File: config.mk
export PLATFORM = sky130hd
export DESIGN_NAME = exec_core
export DESIGN_NICKNAME = d
export VERILOG_FILES = /design/src/rtl/cpu_core_pkg.sv /design/src/rtl/cpu_isa_pkg.sv /design/src/rtl/exec_unit_if.sv /design/src/rtl/regfile.sv /design/src/rtl/alu.sv /design/src/rtl/shift_add_multiplier.sv /design/src/rtl/restoring_divider.sv /design/src/rtl/issue_control.sv /design/src/rtl/exec_core.sv
export SDC_FILE = /design/constraint.sdc
export NUM_CORES = 2
export LEC_CHECK = 0
export BUFFER_PORTS_ARGS = -buffer_cell sky130_fd_sc_hd__buf_4
export CAP_MARGIN = 40
export CORE_MARGIN = 1.5
export CORE_UTILIZATION = 40
export CTS_BUF_LIST = sky130_fd_sc_hd__clkbuf_8
export DETAILED_ROUTE_END_ITERATION = 10
export PLACE_DENSITY = 0.66
export REMOVE_ABC_BUFFERS = 1
export SETUP_SLACK_MARGIN = 0.3
export SYNTH_ARGS = -nofsm -noshare
export SYNTH_HDL_FRONTEND = slang
export SYNTH_SLANG_ARGS = --single-unit
export TNS_END_PERCENT = 10
File: constraint.sdc
create_clock -name clk -period 7.89 [get_ports clk]
set_input_delay 1.578 -clock clk [delete_from_list [all_inputs] [get_ports clk]]
set_output_delay 1.578 -clock clk [all_outputs]
set_load 0.05 [all_outputs]
File: src/rtl/cpu_core_pkg.sv
`default_nettype none

package cpu_core_pkg;

    localparam int xlen      = 32;
    localparam int reg_count = 32;

    // trace port byte enables for a full word write
    localparam logic [3:0] trace_we_ones = 4'hf;

    typedef logic [xlen-1:0]              word_t;
    typedef logic [2*xlen-1:0]            dword_t;
    typedef logic [$clog2(reg_count)-1:0] reg_idx_t;

    typedef struct packed {
        word_t quotient;
        word_t remainder;
    } div_result_t;

    // request word shared by multiplier and divider
    typedef struct packed {
        logic is_signed;
    } muldiv_op_t;

endpackage

`default_nettype wire

File: src/rtl/cpu_isa_pkg.sv
`default_nettype none

package cpu_isa_pkg;

    // field positions in the instruction word
    localparam int rd_lo      = 0;
    localparam int rj_lo      = 5;
    localparam int rk_lo      = 10;
    localparam int si12_lo    = 10;
    localparam int si20_lo    = 5;
    localparam int op3r_lo    = 15;
    localparam int op3r_w     = 17;
    localparam int op2ri12_lo = 22;
    localparam int op2ri12_w  = 10;
    localparam int op1ri20_lo = 25;
    localparam int op1ri20_w  = 7;

    // 3R format
    localparam logic [op3r_w-1:0] opc_add_w   = 17'h00020;
    localparam logic [op3r_w-1:0] opc_sub_w   = 17'h00022;
    localparam logic [op3r_w-1:0] opc_slt     = 17'h00024;
    localparam logic [op3r_w-1:0] opc_sltu    = 17'h00025;
    localparam logic [op3r_w-1:0] opc_nor     = 17'h00028;
    localparam logic [op3r_w-1:0] opc_and     = 17'h00029;
    localparam logic [op3r_w-1:0] opc_or      = 17'h0002a;
    localparam logic [op3r_w-1:0] opc_xor     = 17'h0002b;
    localparam logic [op3r_w-1:0] opc_sll_w   = 17'h0002e;
    localparam logic [op3r_w-1:0] opc_srl_w   = 17'h0002f;
    localparam logic [op3r_w-1:0] opc_sra_w   = 17'h00030;
    localparam logic [op3r_w-1:0] opc_mul_w   = 17'h00038;
    localparam logic [op3r_w-1:0] opc_mulh_w  = 17'h00039;
    localparam logic [op3r_w-1:0] opc_mulh_wu = 17'h0003a;
    localparam logic [op3r_w-1:0] opc_div_w   = 17'h00040;
    localparam logic [op3r_w-1:0] opc_mod_w   = 17'h00041;
    localparam logic [op3r_w-1:0] opc_div_wu  = 17'h00042;
    localparam logic [op3r_w-1:0] opc_mod_wu  = 17'h00043;

    localparam logic [op2ri12_w-1:0] opc_addi_w  = 10'h00a;
    localparam logic [op1ri20_w-1:0] opc_lu12i_w = 7'h0a;

    typedef enum logic [4:0] {
        op_none, op_add, op_sub, op_slt, op_sltu, op_and, op_or, op_nor,
        op_xor, op_sll, op_srl, op_sra, op_addi, op_lu12i, op_mul, op_mulh,
        op_mulhu, op_div, op_mod, op_divu, op_modu
    } exec_op_e;

endpackage

`default_nettype wire

File: src/rtl/exec_unit_if.sv
`timescale 1ns/1ps
`default_nettype none

interface exec_unit_if #(
    parameter type op_t     = cpu_core_pkg::muldiv_op_t,
    parameter type result_t = cpu_core_pkg::dword_t
);
    import cpu_core_pkg::*;

    logic    req;
    logic    ack;
    op_t     op;
    word_t   src1;
    word_t   src2;
    // valid while ack is high
    result_t result;

    modport unit_ctrl (output req, op, src1, src2, input ack, result);

    modport unit_dp (input req, op, src1, src2, output ack, result);

endinterface

`default_nettype wire

File: src/rtl/regfile.sv
`timescale 1ns/1ps
`default_nettype none

module regfile (
    input  logic                   clk,
    input  cpu_core_pkg::reg_idx_t raddr1,
    input  cpu_core_pkg::reg_idx_t raddr2,
    output cpu_core_pkg::word_t    rdata1,
    output cpu_core_pkg::word_t    rdata2,
    input  logic                   we,
    input  cpu_core_pkg::reg_idx_t waddr,
    input  cpu_core_pkg::word_t    wdata
);
    import cpu_core_pkg::*;

    word_t regs [reg_count];

    always_ff @(posedge clk) begin
        if (we && waddr != '0) begin
            regs[waddr] <= wdata;
        end
    end

    // r0 hardwired to zero
    assign rdata1 = (raddr1 == '0) ? '0 : regs[raddr1];
    assign rdata2 = (raddr2 == '0) ? '0 : regs[raddr2];

endmodule

`default_nettype wire

File: src/rtl/alu.sv
`timescale 1ns/1ps
`default_nettype none

module alu (
    input  cpu_isa_pkg::exec_op_e op,
    input  cpu_core_pkg::word_t   a,
    input  cpu_core_pkg::word_t   b,
    output cpu_core_pkg::word_t   y
);
    import cpu_isa_pkg::*;

    always_comb begin
        case (op)
            op_add, op_addi: y = a + b;
            op_sub:          y = a - b;
            op_slt:          y = {31'b0, ($signed(a) < $signed(b))};
            op_sltu:         y = {31'b0, (a < b)};
            op_and:          y = a & b;
            op_or:           y = a | b;
            op_nor:          y = ~(a | b);
            op_xor:          y = a ^ b;
            // shift amount is the low five bits
            op_sll:          y = a << b[4:0];
            op_srl:          y = a >> b[4:0];
            op_sra:          y = $signed(a) >>> b[4:0];
            op_lu12i:        y = b;
            default:         y = '0;
        endcase
    end

endmodule

`default_nettype wire

File: src/rtl/shift_add_multiplier.sv
`timescale 1ns/1ps
`default_nettype none

module shift_add_multiplier (
    input  logic         clk,
    input  logic         reset,
    exec_unit_if.unit_dp bus
);
    import cpu_core_pkg::*;

    typedef enum logic [1:0] {s_idle, s_run, s_fix, s_ack} state_e;

    state_e     state;
    logic [4:0] step;
    dword_t     mcand;
    dword_t     prod;
    word_t      mplier;
    logic       neg;
    word_t      mag1;
    word_t      mag2;

    assign mag1 = (bus.op.is_signed && bus.src1[xlen-1]) ? -bus.src1 : bus.src1;
    assign mag2 = (bus.op.is_signed && bus.src2[xlen-1]) ? -bus.src2 : bus.src2;

    always_ff @(posedge clk) begin
        if (reset) begin
            state   <= s_idle;
            step    <= '0;
            bus.ack <= 1'b0;
        end else begin
            case (state)
                s_idle: begin
                    step <= '0;
                    if (bus.req) state <= s_run;
                end
                s_run: begin
                    step <= step + 5'd1;
                    if (step == 5'd31) state <= s_fix;
                end
                s_fix: begin
                    bus.ack <= 1'b1;
                    state   <= s_ack;
                end
                default: begin
                    if (!bus.req) begin
                        bus.ack <= 1'b0;
                        state   <= s_idle;
                    end
                end
            endcase
        end
    end

    always_ff @(posedge clk) begin
        case (state)
            s_idle: begin
                mcand  <= {{xlen{1'b0}}, mag1};
                mplier <= mag2;
                prod   <= '0;
                neg    <= bus.op.is_signed && (bus.src1[xlen-1] ^ bus.src2[xlen-1]);
            end
            s_run: begin
                if (mplier[0]) prod <= prod + mcand;
                mcand  <= mcand << 1;
                mplier <= mplier >> 1;
            end
            s_fix: bus.result <= neg ? -prod : prod;
        endcase
    end

endmodule

`default_nettype wire

File: src/rtl/restoring_divider.sv
`timescale 1ns/1ps
`default_nettype none

module restoring_divider (
    input  logic         clk,
    input  logic         reset,
    exec_unit_if.unit_dp bus
);
    import cpu_core_pkg::*;

    typedef enum logic [1:0] {s_idle, s_run, s_fix, s_ack} state_e;

    state_e        state;
    logic [4:0]    step;
    word_t         quo;
    word_t         rem;
    word_t         dvsr;
    logic [xlen:0] trial;
    logic          neg_q;
    logic          neg_r;
    word_t         mag1;
    word_t         mag2;

    assign mag1 = (bus.op.is_signed && bus.src1[xlen-1]) ? -bus.src1 : bus.src1;
    assign mag2 = (bus.op.is_signed && bus.src2[xlen-1]) ? -bus.src2 : bus.src2;

    // msb set on the shifted remainder minus divisor means restore
    assign trial = {rem, quo[xlen-1]} - {1'b0, dvsr};

    always_ff @(posedge clk) begin
        if (reset) begin
            state   <= s_idle;
            step    <= '0;
            bus.ack <= 1'b0;
        end else begin
            case (state)
                s_idle: begin
                    step <= '0;
                    if (bus.req) state <= s_run;
                end
                s_run: begin
                    step <= step + 5'd1;
                    if (step == 5'd31) state <= s_fix;
                end
                s_fix: begin
                    bus.ack <= 1'b1;
                    state   <= s_ack;
                end
                default: begin
                    if (!bus.req) begin
                        bus.ack <= 1'b0;
                        state   <= s_idle;
                    end
                end
            endcase
        end
    end

    always_ff @(posedge clk) begin
        case (state)
            s_idle: begin
                quo   <= mag1;
                rem   <= '0;
                dvsr  <= mag2;
                // divide by zero keeps the all-ones quotient unsigned
                neg_q <= bus.op.is_signed && (bus.src1[xlen-1] ^ bus.src2[xlen-1])
                         && (bus.src2 != '0);
                neg_r <= bus.op.is_signed && bus.src1[xlen-1];
            end
            s_run: begin
                if (!trial[xlen]) begin
                    rem <= trial[xlen-1:0];
                    quo <= {quo[xlen-2:0], 1'b1};
                end else begin
                    rem <= {rem[xlen-2:0], quo[xlen-1]};
                    quo <= {quo[xlen-2:0], 1'b0};
                end
            end
            s_fix: begin
                bus.result.quotient  <= neg_q ? -quo : quo;
                bus.result.remainder <= neg_r ? -rem : rem;
            end
        endcase
    end

endmodule

`default_nettype wire

File: src/rtl/issue_control.sv
`timescale 1ns/1ps
`default_nettype none

module issue_control (
    input  logic                   clk,
    input  logic                   reset,
    input  logic                   req,
    input  cpu_core_pkg::word_t    inst_pc,
    input  cpu_core_pkg::word_t    inst,
    output logic                   ack,
    output cpu_core_pkg::word_t    debug_wb_pc,
    output logic [3:0]             debug_wb_rf_we,
    output cpu_core_pkg::reg_idx_t debug_wb_rf_wnum,
    output cpu_core_pkg::word_t    debug_wb_rf_wdata,
    output cpu_core_pkg::reg_idx_t raddr1,
    output cpu_core_pkg::reg_idx_t raddr2,
    input  cpu_core_pkg::word_t    rdata1,
    input  cpu_core_pkg::word_t    rdata2,
    output logic                   we,
    output cpu_core_pkg::reg_idx_t waddr,
    output cpu_core_pkg::word_t    wdata,
    output cpu_isa_pkg::exec_op_e  alu_op,
    output cpu_core_pkg::word_t    alu_a,
    output cpu_core_pkg::word_t    alu_b,
    input  cpu_core_pkg::word_t    alu_y,
    exec_unit_if.unit_ctrl         mul_bus,
    exec_unit_if.unit_ctrl         div_bus
);
    import cpu_core_pkg::*;
    import cpu_isa_pkg::*;

    typedef enum logic [2:0] {
        s_idle, s_read, s_wait_unit, s_done, s_release
    } state_e;

    state_e   state;
    word_t    inst_q;
    word_t    pc_q;
    word_t    res_q;
    exec_op_e op;
    word_t    imm;
    logic     is_mul;
    logic     is_div;
    logic     wen;

    always_comb begin
        case (inst_q[op3r_lo +: op3r_w])
            opc_add_w:   op = op_add;
            opc_sub_w:   op = op_sub;
            opc_slt:     op = op_slt;
            opc_sltu:    op = op_sltu;
            opc_nor:     op = op_nor;
            opc_and:     op = op_and;
            opc_or:      op = op_or;
            opc_xor:     op = op_xor;
            opc_sll_w:   op = op_sll;
            opc_srl_w:   op = op_srl;
            opc_sra_w:   op = op_sra;
            opc_mul_w:   op = op_mul;
            opc_mulh_w:  op = op_mulh;
            opc_mulh_wu: op = op_mulhu;
            opc_div_w:   op = op_div;
            opc_mod_w:   op = op_mod;
            opc_div_wu:  op = op_divu;
            opc_mod_wu:  op = op_modu;
            default:     op = op_none;
        endcase
        // immediate formats never collide with the 3R space
        if (inst_q[op2ri12_lo +: op2ri12_w] == opc_addi_w) begin
            op = op_addi;
        end
        if (inst_q[op1ri20_lo +: op1ri20_w] == opc_lu12i_w) begin
            op = op_lu12i;
        end
    end

    assign is_mul = op inside {op_mul, op_mulh, op_mulhu};
    assign is_div = op inside {op_div, op_mod, op_divu, op_modu};
    assign wen    = (op != op_none);

    assign imm = (op == op_lu12i) ? {inst_q[si20_lo +: 20], 12'b0}
                                  : {{20{inst_q[si12_lo + 11]}}, inst_q[si12_lo +: 12]};

    assign raddr1 = inst_q[rj_lo +: 5];
    assign raddr2 = inst_q[rk_lo +: 5];
    assign alu_op = op;
    assign alu_a  = rdata1;
    assign alu_b  = (op == op_addi || op == op_lu12i) ? imm : rdata2;

    assign mul_bus.op   = muldiv_op_t'{is_signed: (op != op_mulhu)};
    assign mul_bus.src1 = rdata1;
    assign mul_bus.src2 = rdata2;
    assign div_bus.op   = muldiv_op_t'{is_signed: (op == op_div || op == op_mod)};
    assign div_bus.src1 = rdata1;
    assign div_bus.src2 = rdata2;

    always_ff @(posedge clk) begin
        if (reset) begin
            state       <= s_idle;
            mul_bus.req <= 1'b0;
            div_bus.req <= 1'b0;
        end else begin
            case (state)
                s_idle: if (req) state <= s_read;
                s_read: begin
                    mul_bus.req <= is_mul;
                    div_bus.req <= is_div;
                    state       <= s_wait_unit;
                end
                s_wait_unit: begin
                    // alu and undecoded ops pass straight through
                    if (mul_bus.ack || div_bus.ack || !(is_mul || is_div)) begin
                        mul_bus.req <= 1'b0;
                        div_bus.req <= 1'b0;
                        state       <= s_done;
                    end
                end
                s_done: state <= s_release;
                default: if (!req) state <= s_idle;
            endcase
        end
    end

    always_ff @(posedge clk) begin
        if (state == s_idle && req) begin
            inst_q <= inst;
            pc_q   <= inst_pc;
        end
        if (state == s_read) begin
            res_q <= alu_y;
        end
        if (state == s_wait_unit && mul_bus.ack) begin
            res_q <= (op == op_mul) ? mul_bus.result[xlen-1:0]
                                    : mul_bus.result[2*xlen-1:xlen];
        end
        if (state == s_wait_unit && div_bus.ack) begin
            res_q <= (op == op_div || op == op_divu) ? div_bus.result.quotient
                                                     : div_bus.result.remainder;
        end
    end

    assign ack   = (state == s_done) || (state == s_release);
    assign we    = (state == s_done) && wen;
    assign waddr = inst_q[rd_lo +: 5];
    assign wdata = res_q;

    assign debug_wb_pc       = pc_q;
    assign debug_wb_rf_we    = we ? trace_we_ones : 4'b0;
    assign debug_wb_rf_wnum  = waddr;
    assign debug_wb_rf_wdata = res_q;

endmodule

`default_nettype wire

File: src/rtl/exec_core.sv
`timescale 1ns/1ps
`default_nettype none

module exec_core (
    input  logic                   clk,
    input  logic                   reset,
    input  logic                   req,
    input  cpu_core_pkg::word_t    inst_pc,
    input  cpu_core_pkg::word_t    inst,
    output logic                   ack,
    output cpu_core_pkg::word_t    debug_wb_pc,
    output logic [3:0]             debug_wb_rf_we,
    output cpu_core_pkg::reg_idx_t debug_wb_rf_wnum,
    output cpu_core_pkg::word_t    debug_wb_rf_wdata
);
    import cpu_core_pkg::*;
    import cpu_isa_pkg::*;

    reg_idx_t raddr1;
    reg_idx_t raddr2;
    word_t    rdata1;
    word_t    rdata2;
    logic     we;
    reg_idx_t waddr;
    word_t    wdata;
    exec_op_e alu_op;
    word_t    alu_a;
    word_t    alu_b;
    word_t    alu_y;

    exec_unit_if #(.op_t(muldiv_op_t), .result_t(dword_t))      mul_bus ();
    exec_unit_if #(.op_t(muldiv_op_t), .result_t(div_result_t)) div_bus ();

    issue_control u_issue_control (.*);

    regfile u_regfile (.*);

    alu u_alu (
        .op (alu_op),
        .a  (alu_a),
        .b  (alu_b),
        .y  (alu_y)
    );

    shift_add_multiplier u_mul (
        .clk   (clk),
        .reset (reset),
        .bus   (mul_bus)
    );

    restoring_divider u_div (
        .clk   (clk),
        .reset (reset),
        .bus   (div_bus)
    );

endmodule

`default_nettype wire

== Word level (Yosys, flattened, before mapping) ==
Memory sizes are Yosys's and may differ from the RTL's. A register that Yosys moved wholly into a read port is not among the register bits.
Index checks and enable logic that the tools add are counted.

* Input bits: 67
* Bits in writable memories: 1024
* Word-level logic and storage cells: 209
* Memory bits (read-only): 0
* Bits in registers: 504
* Output and inout bits: 74
* Bits in latches: 0
* Memories: 1

{| class="wikitable"
|+ Memory list
! name !! words !! width !! read ports !! clocked after memory_dff !! wr ports !! line !! text
|-
| u_regfile.regs || 32 || 32 || 2 || 2 || 1 || regfile.sv:16 || <nowiki>word_t regs [reg_count];</nowiki>
|}

* Div/mod/pow operators: 0
* Add/sub/neg operators: 11
* Magnitude comparators: 2
* Shift-type cells: 3
* $mul: 0
* Eq/ne operators: 63
* Bitwise gates (word level): 7
* Multiplexer cells: 54
* Reduce and logical (&&, ||, !) cells: 44

{| class="wikitable"
|+ Operator list
! cell !! number
|-
| $mux W32 || 16
|-
| $pmux W32 S12 || 1
|-
| $pmux W64 S2 || 2
|-
| $eq A17 B6 Y1 const B || 14
|-
| $pmux W32 S2 || 3
|-
| $mux W64 || 2
|-
| $neg A32 Y32 || 4
|-
| $pmux W5 S18 || 1
|-
| $eq A17 B7 Y1 const B || 4
|-
| $add A64 B64 Y64 || 1
|-
| $lt A32 B32 Y1 || 2
|-
| $neg A64 Y64 || 1
|-
| $eq A5 B4 Y1 const B || 8
|-
| $eq A5 B5 Y1 const B || 7
|-
| $sub A33 B32 Y33 || 1
|-
| $add A32 B32 Y32 || 1
|-
| $and A32 B32 Y32 || 1
|-
| $not A32 Y32 || 1
|-
| $or A32 B32 Y32 || 1
|-
| $reduce_bool A32 Y1 || 1
|-
| $shl A32 B5 Y32 || 1
|-
| $shr A32 B5 Y32 || 1
|-
| $sshr A32 B5 Y32 || 1
|-
| $sub A32 B32 Y32 || 1
|-
| 41 further kinds || 108
|}

== Depth between registers and ports, before layout ==
* Depth after elaboration: 13
* Gate-level depth with buffers: 25
* Mapped depth without buffers: 20

== Hierarchy ==
A second synthesis with hierarchy kept.

* Cell total of the unflattened synthesis: 7146
* Area total of the unflattened synthesis: 89270.6 µm²

{| class="wikitable"
|+ Modules (own cells, without submodules)
! module !! sequential area each (µm²) !! instances !! cells each !! area each (µm²)
|-
| regfile || 30749.5 || 1 || 2564 || 47927.2
|-
| shift_add_multiplier || 6916.6 || 1 || 1479 || 14640.3
|-
| restoring_divider || 5024.8 || 1 || 1034 || 10520.1
|-
| alu || 0.0 || 1 || 1386 || 9136.3
|-
| issue_control || 2982.9 || 1 || 683 || 7046.8
|}

== Worst setup path after synthesis ==
OpenSTA, ideal clock, no wires.

* Kind: reg-to-reg
* Start: register u_mul.state[1]
* End: register u_mul.prod[0] (enable)
* Library setup time: 0.574 ns
* Path buffers: 1
* Clock period less this slack: 5.836 ns
* Required time: 7.316 ns
* Path slack: 2.054 ns
* Arrival time: 5.262 ns
* Cell stages (with the launch flop): 5
* Cell sequence: dfxtp_1 > inv_1 > ha_1 > clkbuf_1 > o21ai_0

* Longest elaborated chain between the ends: 3
* Elaborated cells on any way between the ends: 5
* Classes of those cells: eq/ne: 2; reduce/logical: 3

{| class="wikitable"
|+ Ends and longest elaborated chain
! what !! line !! text
|-
| from (decl) || shift_add_multiplier.sv:13 || <nowiki>state_e state;</nowiki>
|-
| from (signal assigned) || shift_add_multiplier.sv:27 || <nowiki>state <= s_idle;</nowiki>
|-
| from (signal assigned) || shift_add_multiplier.sv:34 || <nowiki>if (bus.req) state <= s_run;</nowiki>
|-
| from (signal assigned) || shift_add_multiplier.sv:38 || <nowiki>if (step == 5'd31) state <= s_fix;</nowiki>
|-
| $eq A2 B1 Y1 or $logic_not A2 Y1 (tied branches) || shift_add_multiplier.sv:55 || <nowiki>case (state)</nowiki>
|-
| $ne A2 B1 Y1 (no source line) or $reduce_bool A2 Y1 (tied branches) || -- ||
|-
| $reduce_and A2 Y1 (no source line) (*) || -- ||
|-
| to (signal assigned) || shift_add_multiplier.sv:63 || <nowiki>if (mplier[0]) prod <= prod + mcand;</nowiki>
|-
| to (decl) || shift_add_multiplier.sv:16 || <nowiki>dword_t prod;</nowiki>
|}

Mark *: on every way between the ends. The rest lies on a longest branch, timed or not.
A chain may end at the register's enable or synchronous reset.

==> flow_summary.ini <==
[die]
initial_core_util = 0.403
fp.dieH_um = 470
die_width_um = 470
design.die.area_um2 = 221000
std_cell_rows = 171
pin_count = 141
core_um2 = 217000

[global_route]
grt_pass1_vias = 63207
grt_usage = 0.296
antenna_found_initial = 19
grt_pass1_wl_mm = 469
grt_max_degree = 80
grt-ovfl-total = 0

[sta]
slew_headroom = 0.321
rsz0062_at_grt = no
tightest_slew_ns = 1.02
fin_crit_sh = 0.902
hold_viol = 0
fin_skew_ns = 0.127
hold_ws_ns = 0.491
fin_tns_setup_ns = 0
setup_violations = 0
drv_slew = 0
max_freq_mhz = 140
fin_ws_ns = 0.772
final.min_clock_period_ns = 7.12

[power]
ir_drop_v = 0.000191
p_per_area_nw_per_um2 = 291
p_total_mw = 28.8
p_leak_nw = 35.4

[critical_path]
critPathKind = flop to flop
max_stage_delay_ns = 0.83
cp.required_ns = 8.75
worstPathArrival_ns = 7.98
end_kind = flop
cp_slowest_cell = a211oi_1
path_cells = nor2b_1 -> buf_4 -> a22oi_1 -> and3_1 -> o31ai_4 -> clkinv_1 -> ha_1 -> a21o_1 -> a21o_1 -> a2111o_1 -> a31oi_1 -> a21oi_1 -> a211oi_1 -> o21ai_0 -> a311oi_1 -> xnor2_1 -> nand2_1 -> a31oi_1
crit_buf_inv = 2
crit_path_max_fanout = 26
worst_setup_path_start_kind = flop
crit_family = compound AO/OA/AOI/OAI gates

[clock_tree]
cts_buffers = 292
clock-sinks = 1538
postCtsResizedCells = 0
ctsHoldBuffers = 0
clkTransAtPathRegs_ns = 0.06
post_cts_buffers = 0
root_buffer = clkbuf_8
cts_tree = built
cts_buffer_depth = 4
clk_latency_ns = 1.11
cts_max_level = 5

[cells_and_area]
final_cell_area_um2 = 98900
multi_input_area_um2 = 39300
final_nets = 7372
layout_commonest_cell = edfxtp_1
fill_cells = 19261
syn_to_final_growth_pct = 13.2
ff_latch_area_um2 = 45900
fin_cells = 10136
layout_common_cells = edfxtp_1, nand2_1, mux4_2
drive_above_1_share = 0.213
final_util = 0.456

[synth]
synth-seq-cells = 1538
syn_area_per_cell_um2 = 13.1
syn_area_um2 = 87400
synth_edf_count = 1507
ys_seq_area_frac = 0.525
ys_warn_count = 0
synth-main-ff-cell = edfxtp_1
ys_types = 127
async_flop_share = 0
synthCells = 6684

[placed_design]
pre_cts_ws_ns = 0.949
dp_hpwl_mm = 236
dp_cells = 9639
port_buffers = 140
place_congestion = 1.06
place_area_um2 = 93700

[status]
run_status = completed

[min_path]
hold_class = flop to flop

[route]
drcViolationCount = 0
viasPerCell = 6.46
detail_route.iter0.violations = 9684
drtPass1Iterations = 9
drtAntennaViolNets = 0
avgRoutedWirePerCell_um = 33.3
via_count = 65466
drt_wl_total_mm = 337

[flow_run]
drv_cap = 0
-- cell usage after synthesis, types with 30 or more instances --
library cell     n  share of area
inv_1          160         0.0069
clkbuf_1       193         0.0083
nand2b_1        45         0.0032
nor3_1         112         0.0064
dfxtp_1         31         0.0071
o21ai_0        301          0.017
ha_1           219          0.031
a31oi_1         37         0.0026
buf_4           54         0.0046
mux2i_1        372          0.043
and2_1          65         0.0047
a211oi_1        87         0.0075
buf_2          106         0.0061
a21o_1          99         0.0085
nor2_1         468          0.020
xnor2_1        270          0.027
o21a_1          38         0.0033
o31ai_1         63         0.0054
or4_1           31         0.0027
nand3_1        109         0.0062
a22oi_1        118          0.010
a21oi_1        310          0.018
nand2_1        529          0.023
nand4_1         35         0.0025
nor2b_1         46         0.0033
and3_1          30         0.0021
edfxtp_1      1507           0.52
mux2_2          41         0.0053
xor2_1          68         0.0068
o22ai_1         43         0.0031
mux4_2         469           0.12
-- report_power, final --
| part | switching, mW | leakage, nW | internal (mW) |
|---|---|---|---|
| registers | 0.486 | 14.5 | 9.90 |
| logic | 7.20 | 17.9 | 3.75 |
| clock network | 3.51 | 2.96 | 3.92 |
-- state kept, by name, indices dropped and copies added, names as in the netlist, 64 cells and up, named ones only --
signal,count
u_mul.bus.result,64
u_mul.prod,64
u_regfile.regs,1024
u_mul.mcand,64
u_div.bus.result,64
-- routing by layer --
metal | share of wire | track usage | up-vias
met5 | 0.00016 | 0 | -
met4 | 0.062 | 0.161 | 12
met3 | 0.11 | 0.0751 | 947
met2 | 0.46 | 0.462 | 4408
met1 | 0.37 | 0.377 | 33043
li1 | - | - | 27056
-- cell families after synthesis --
| family | Yosys count | synth area share |
|---|---|---|
| other | 1 | 0.0000429 |
| muxes | 903 | 0.175 |
| adders and majority gates | 223 | 0.0323 |
| xor gates and xnor gates | 338 | 0.0339 |
| DFF | 1538 | 0.525 |
| buffers and inverters | 584 | 0.0323 |
| AOI/OAI and AO/OA | 1452 | 0.112 |
| and+or+nand+nor | 1645 | 0.0897 |
-- path summary, 6_finish.rpt --
kind / end / slack, ns / cells after the start / start
max reg2reg: u_issue_control.debug_wb_rf_wdata[30]$_DFFE_PP_ / 0.77 / 18 / flop
min reg2reg: u_div.bus.result[0]$_DFFE_PP_ / 0.49 / 0 / u_div.rem[0]$_SDFFCE_PN0N_
max: u_issue_control.debug_wb_rf_wdata[30]$_DFFE_PP_ / 0.77 / 18 / flop
min: u_div.bus.result[0]$_DFFE_PP_ / 0.49 / 0 / u_div.rem[0]$_SDFFCE_PN0N_
-- layout make-up --
| cell class | count | area share |
|---|---|---|
| Tap cell | 2854 | 0.0361 |
| Timing Repair Buffer | 481 | 0.0433 |
| Sequential cell | 1538 | 0.464 |
| Clock buffer | 305 | 0.0424 |
| Clock inverter | 181 | 0.0106 |
| Inverter | 176 | 0.00670 |
| Multi-Input combinational cell | 4593 | 0.397 |
| Antenna cell | 8 | 0.000202 |
Power figures use the tool's default switching activity.
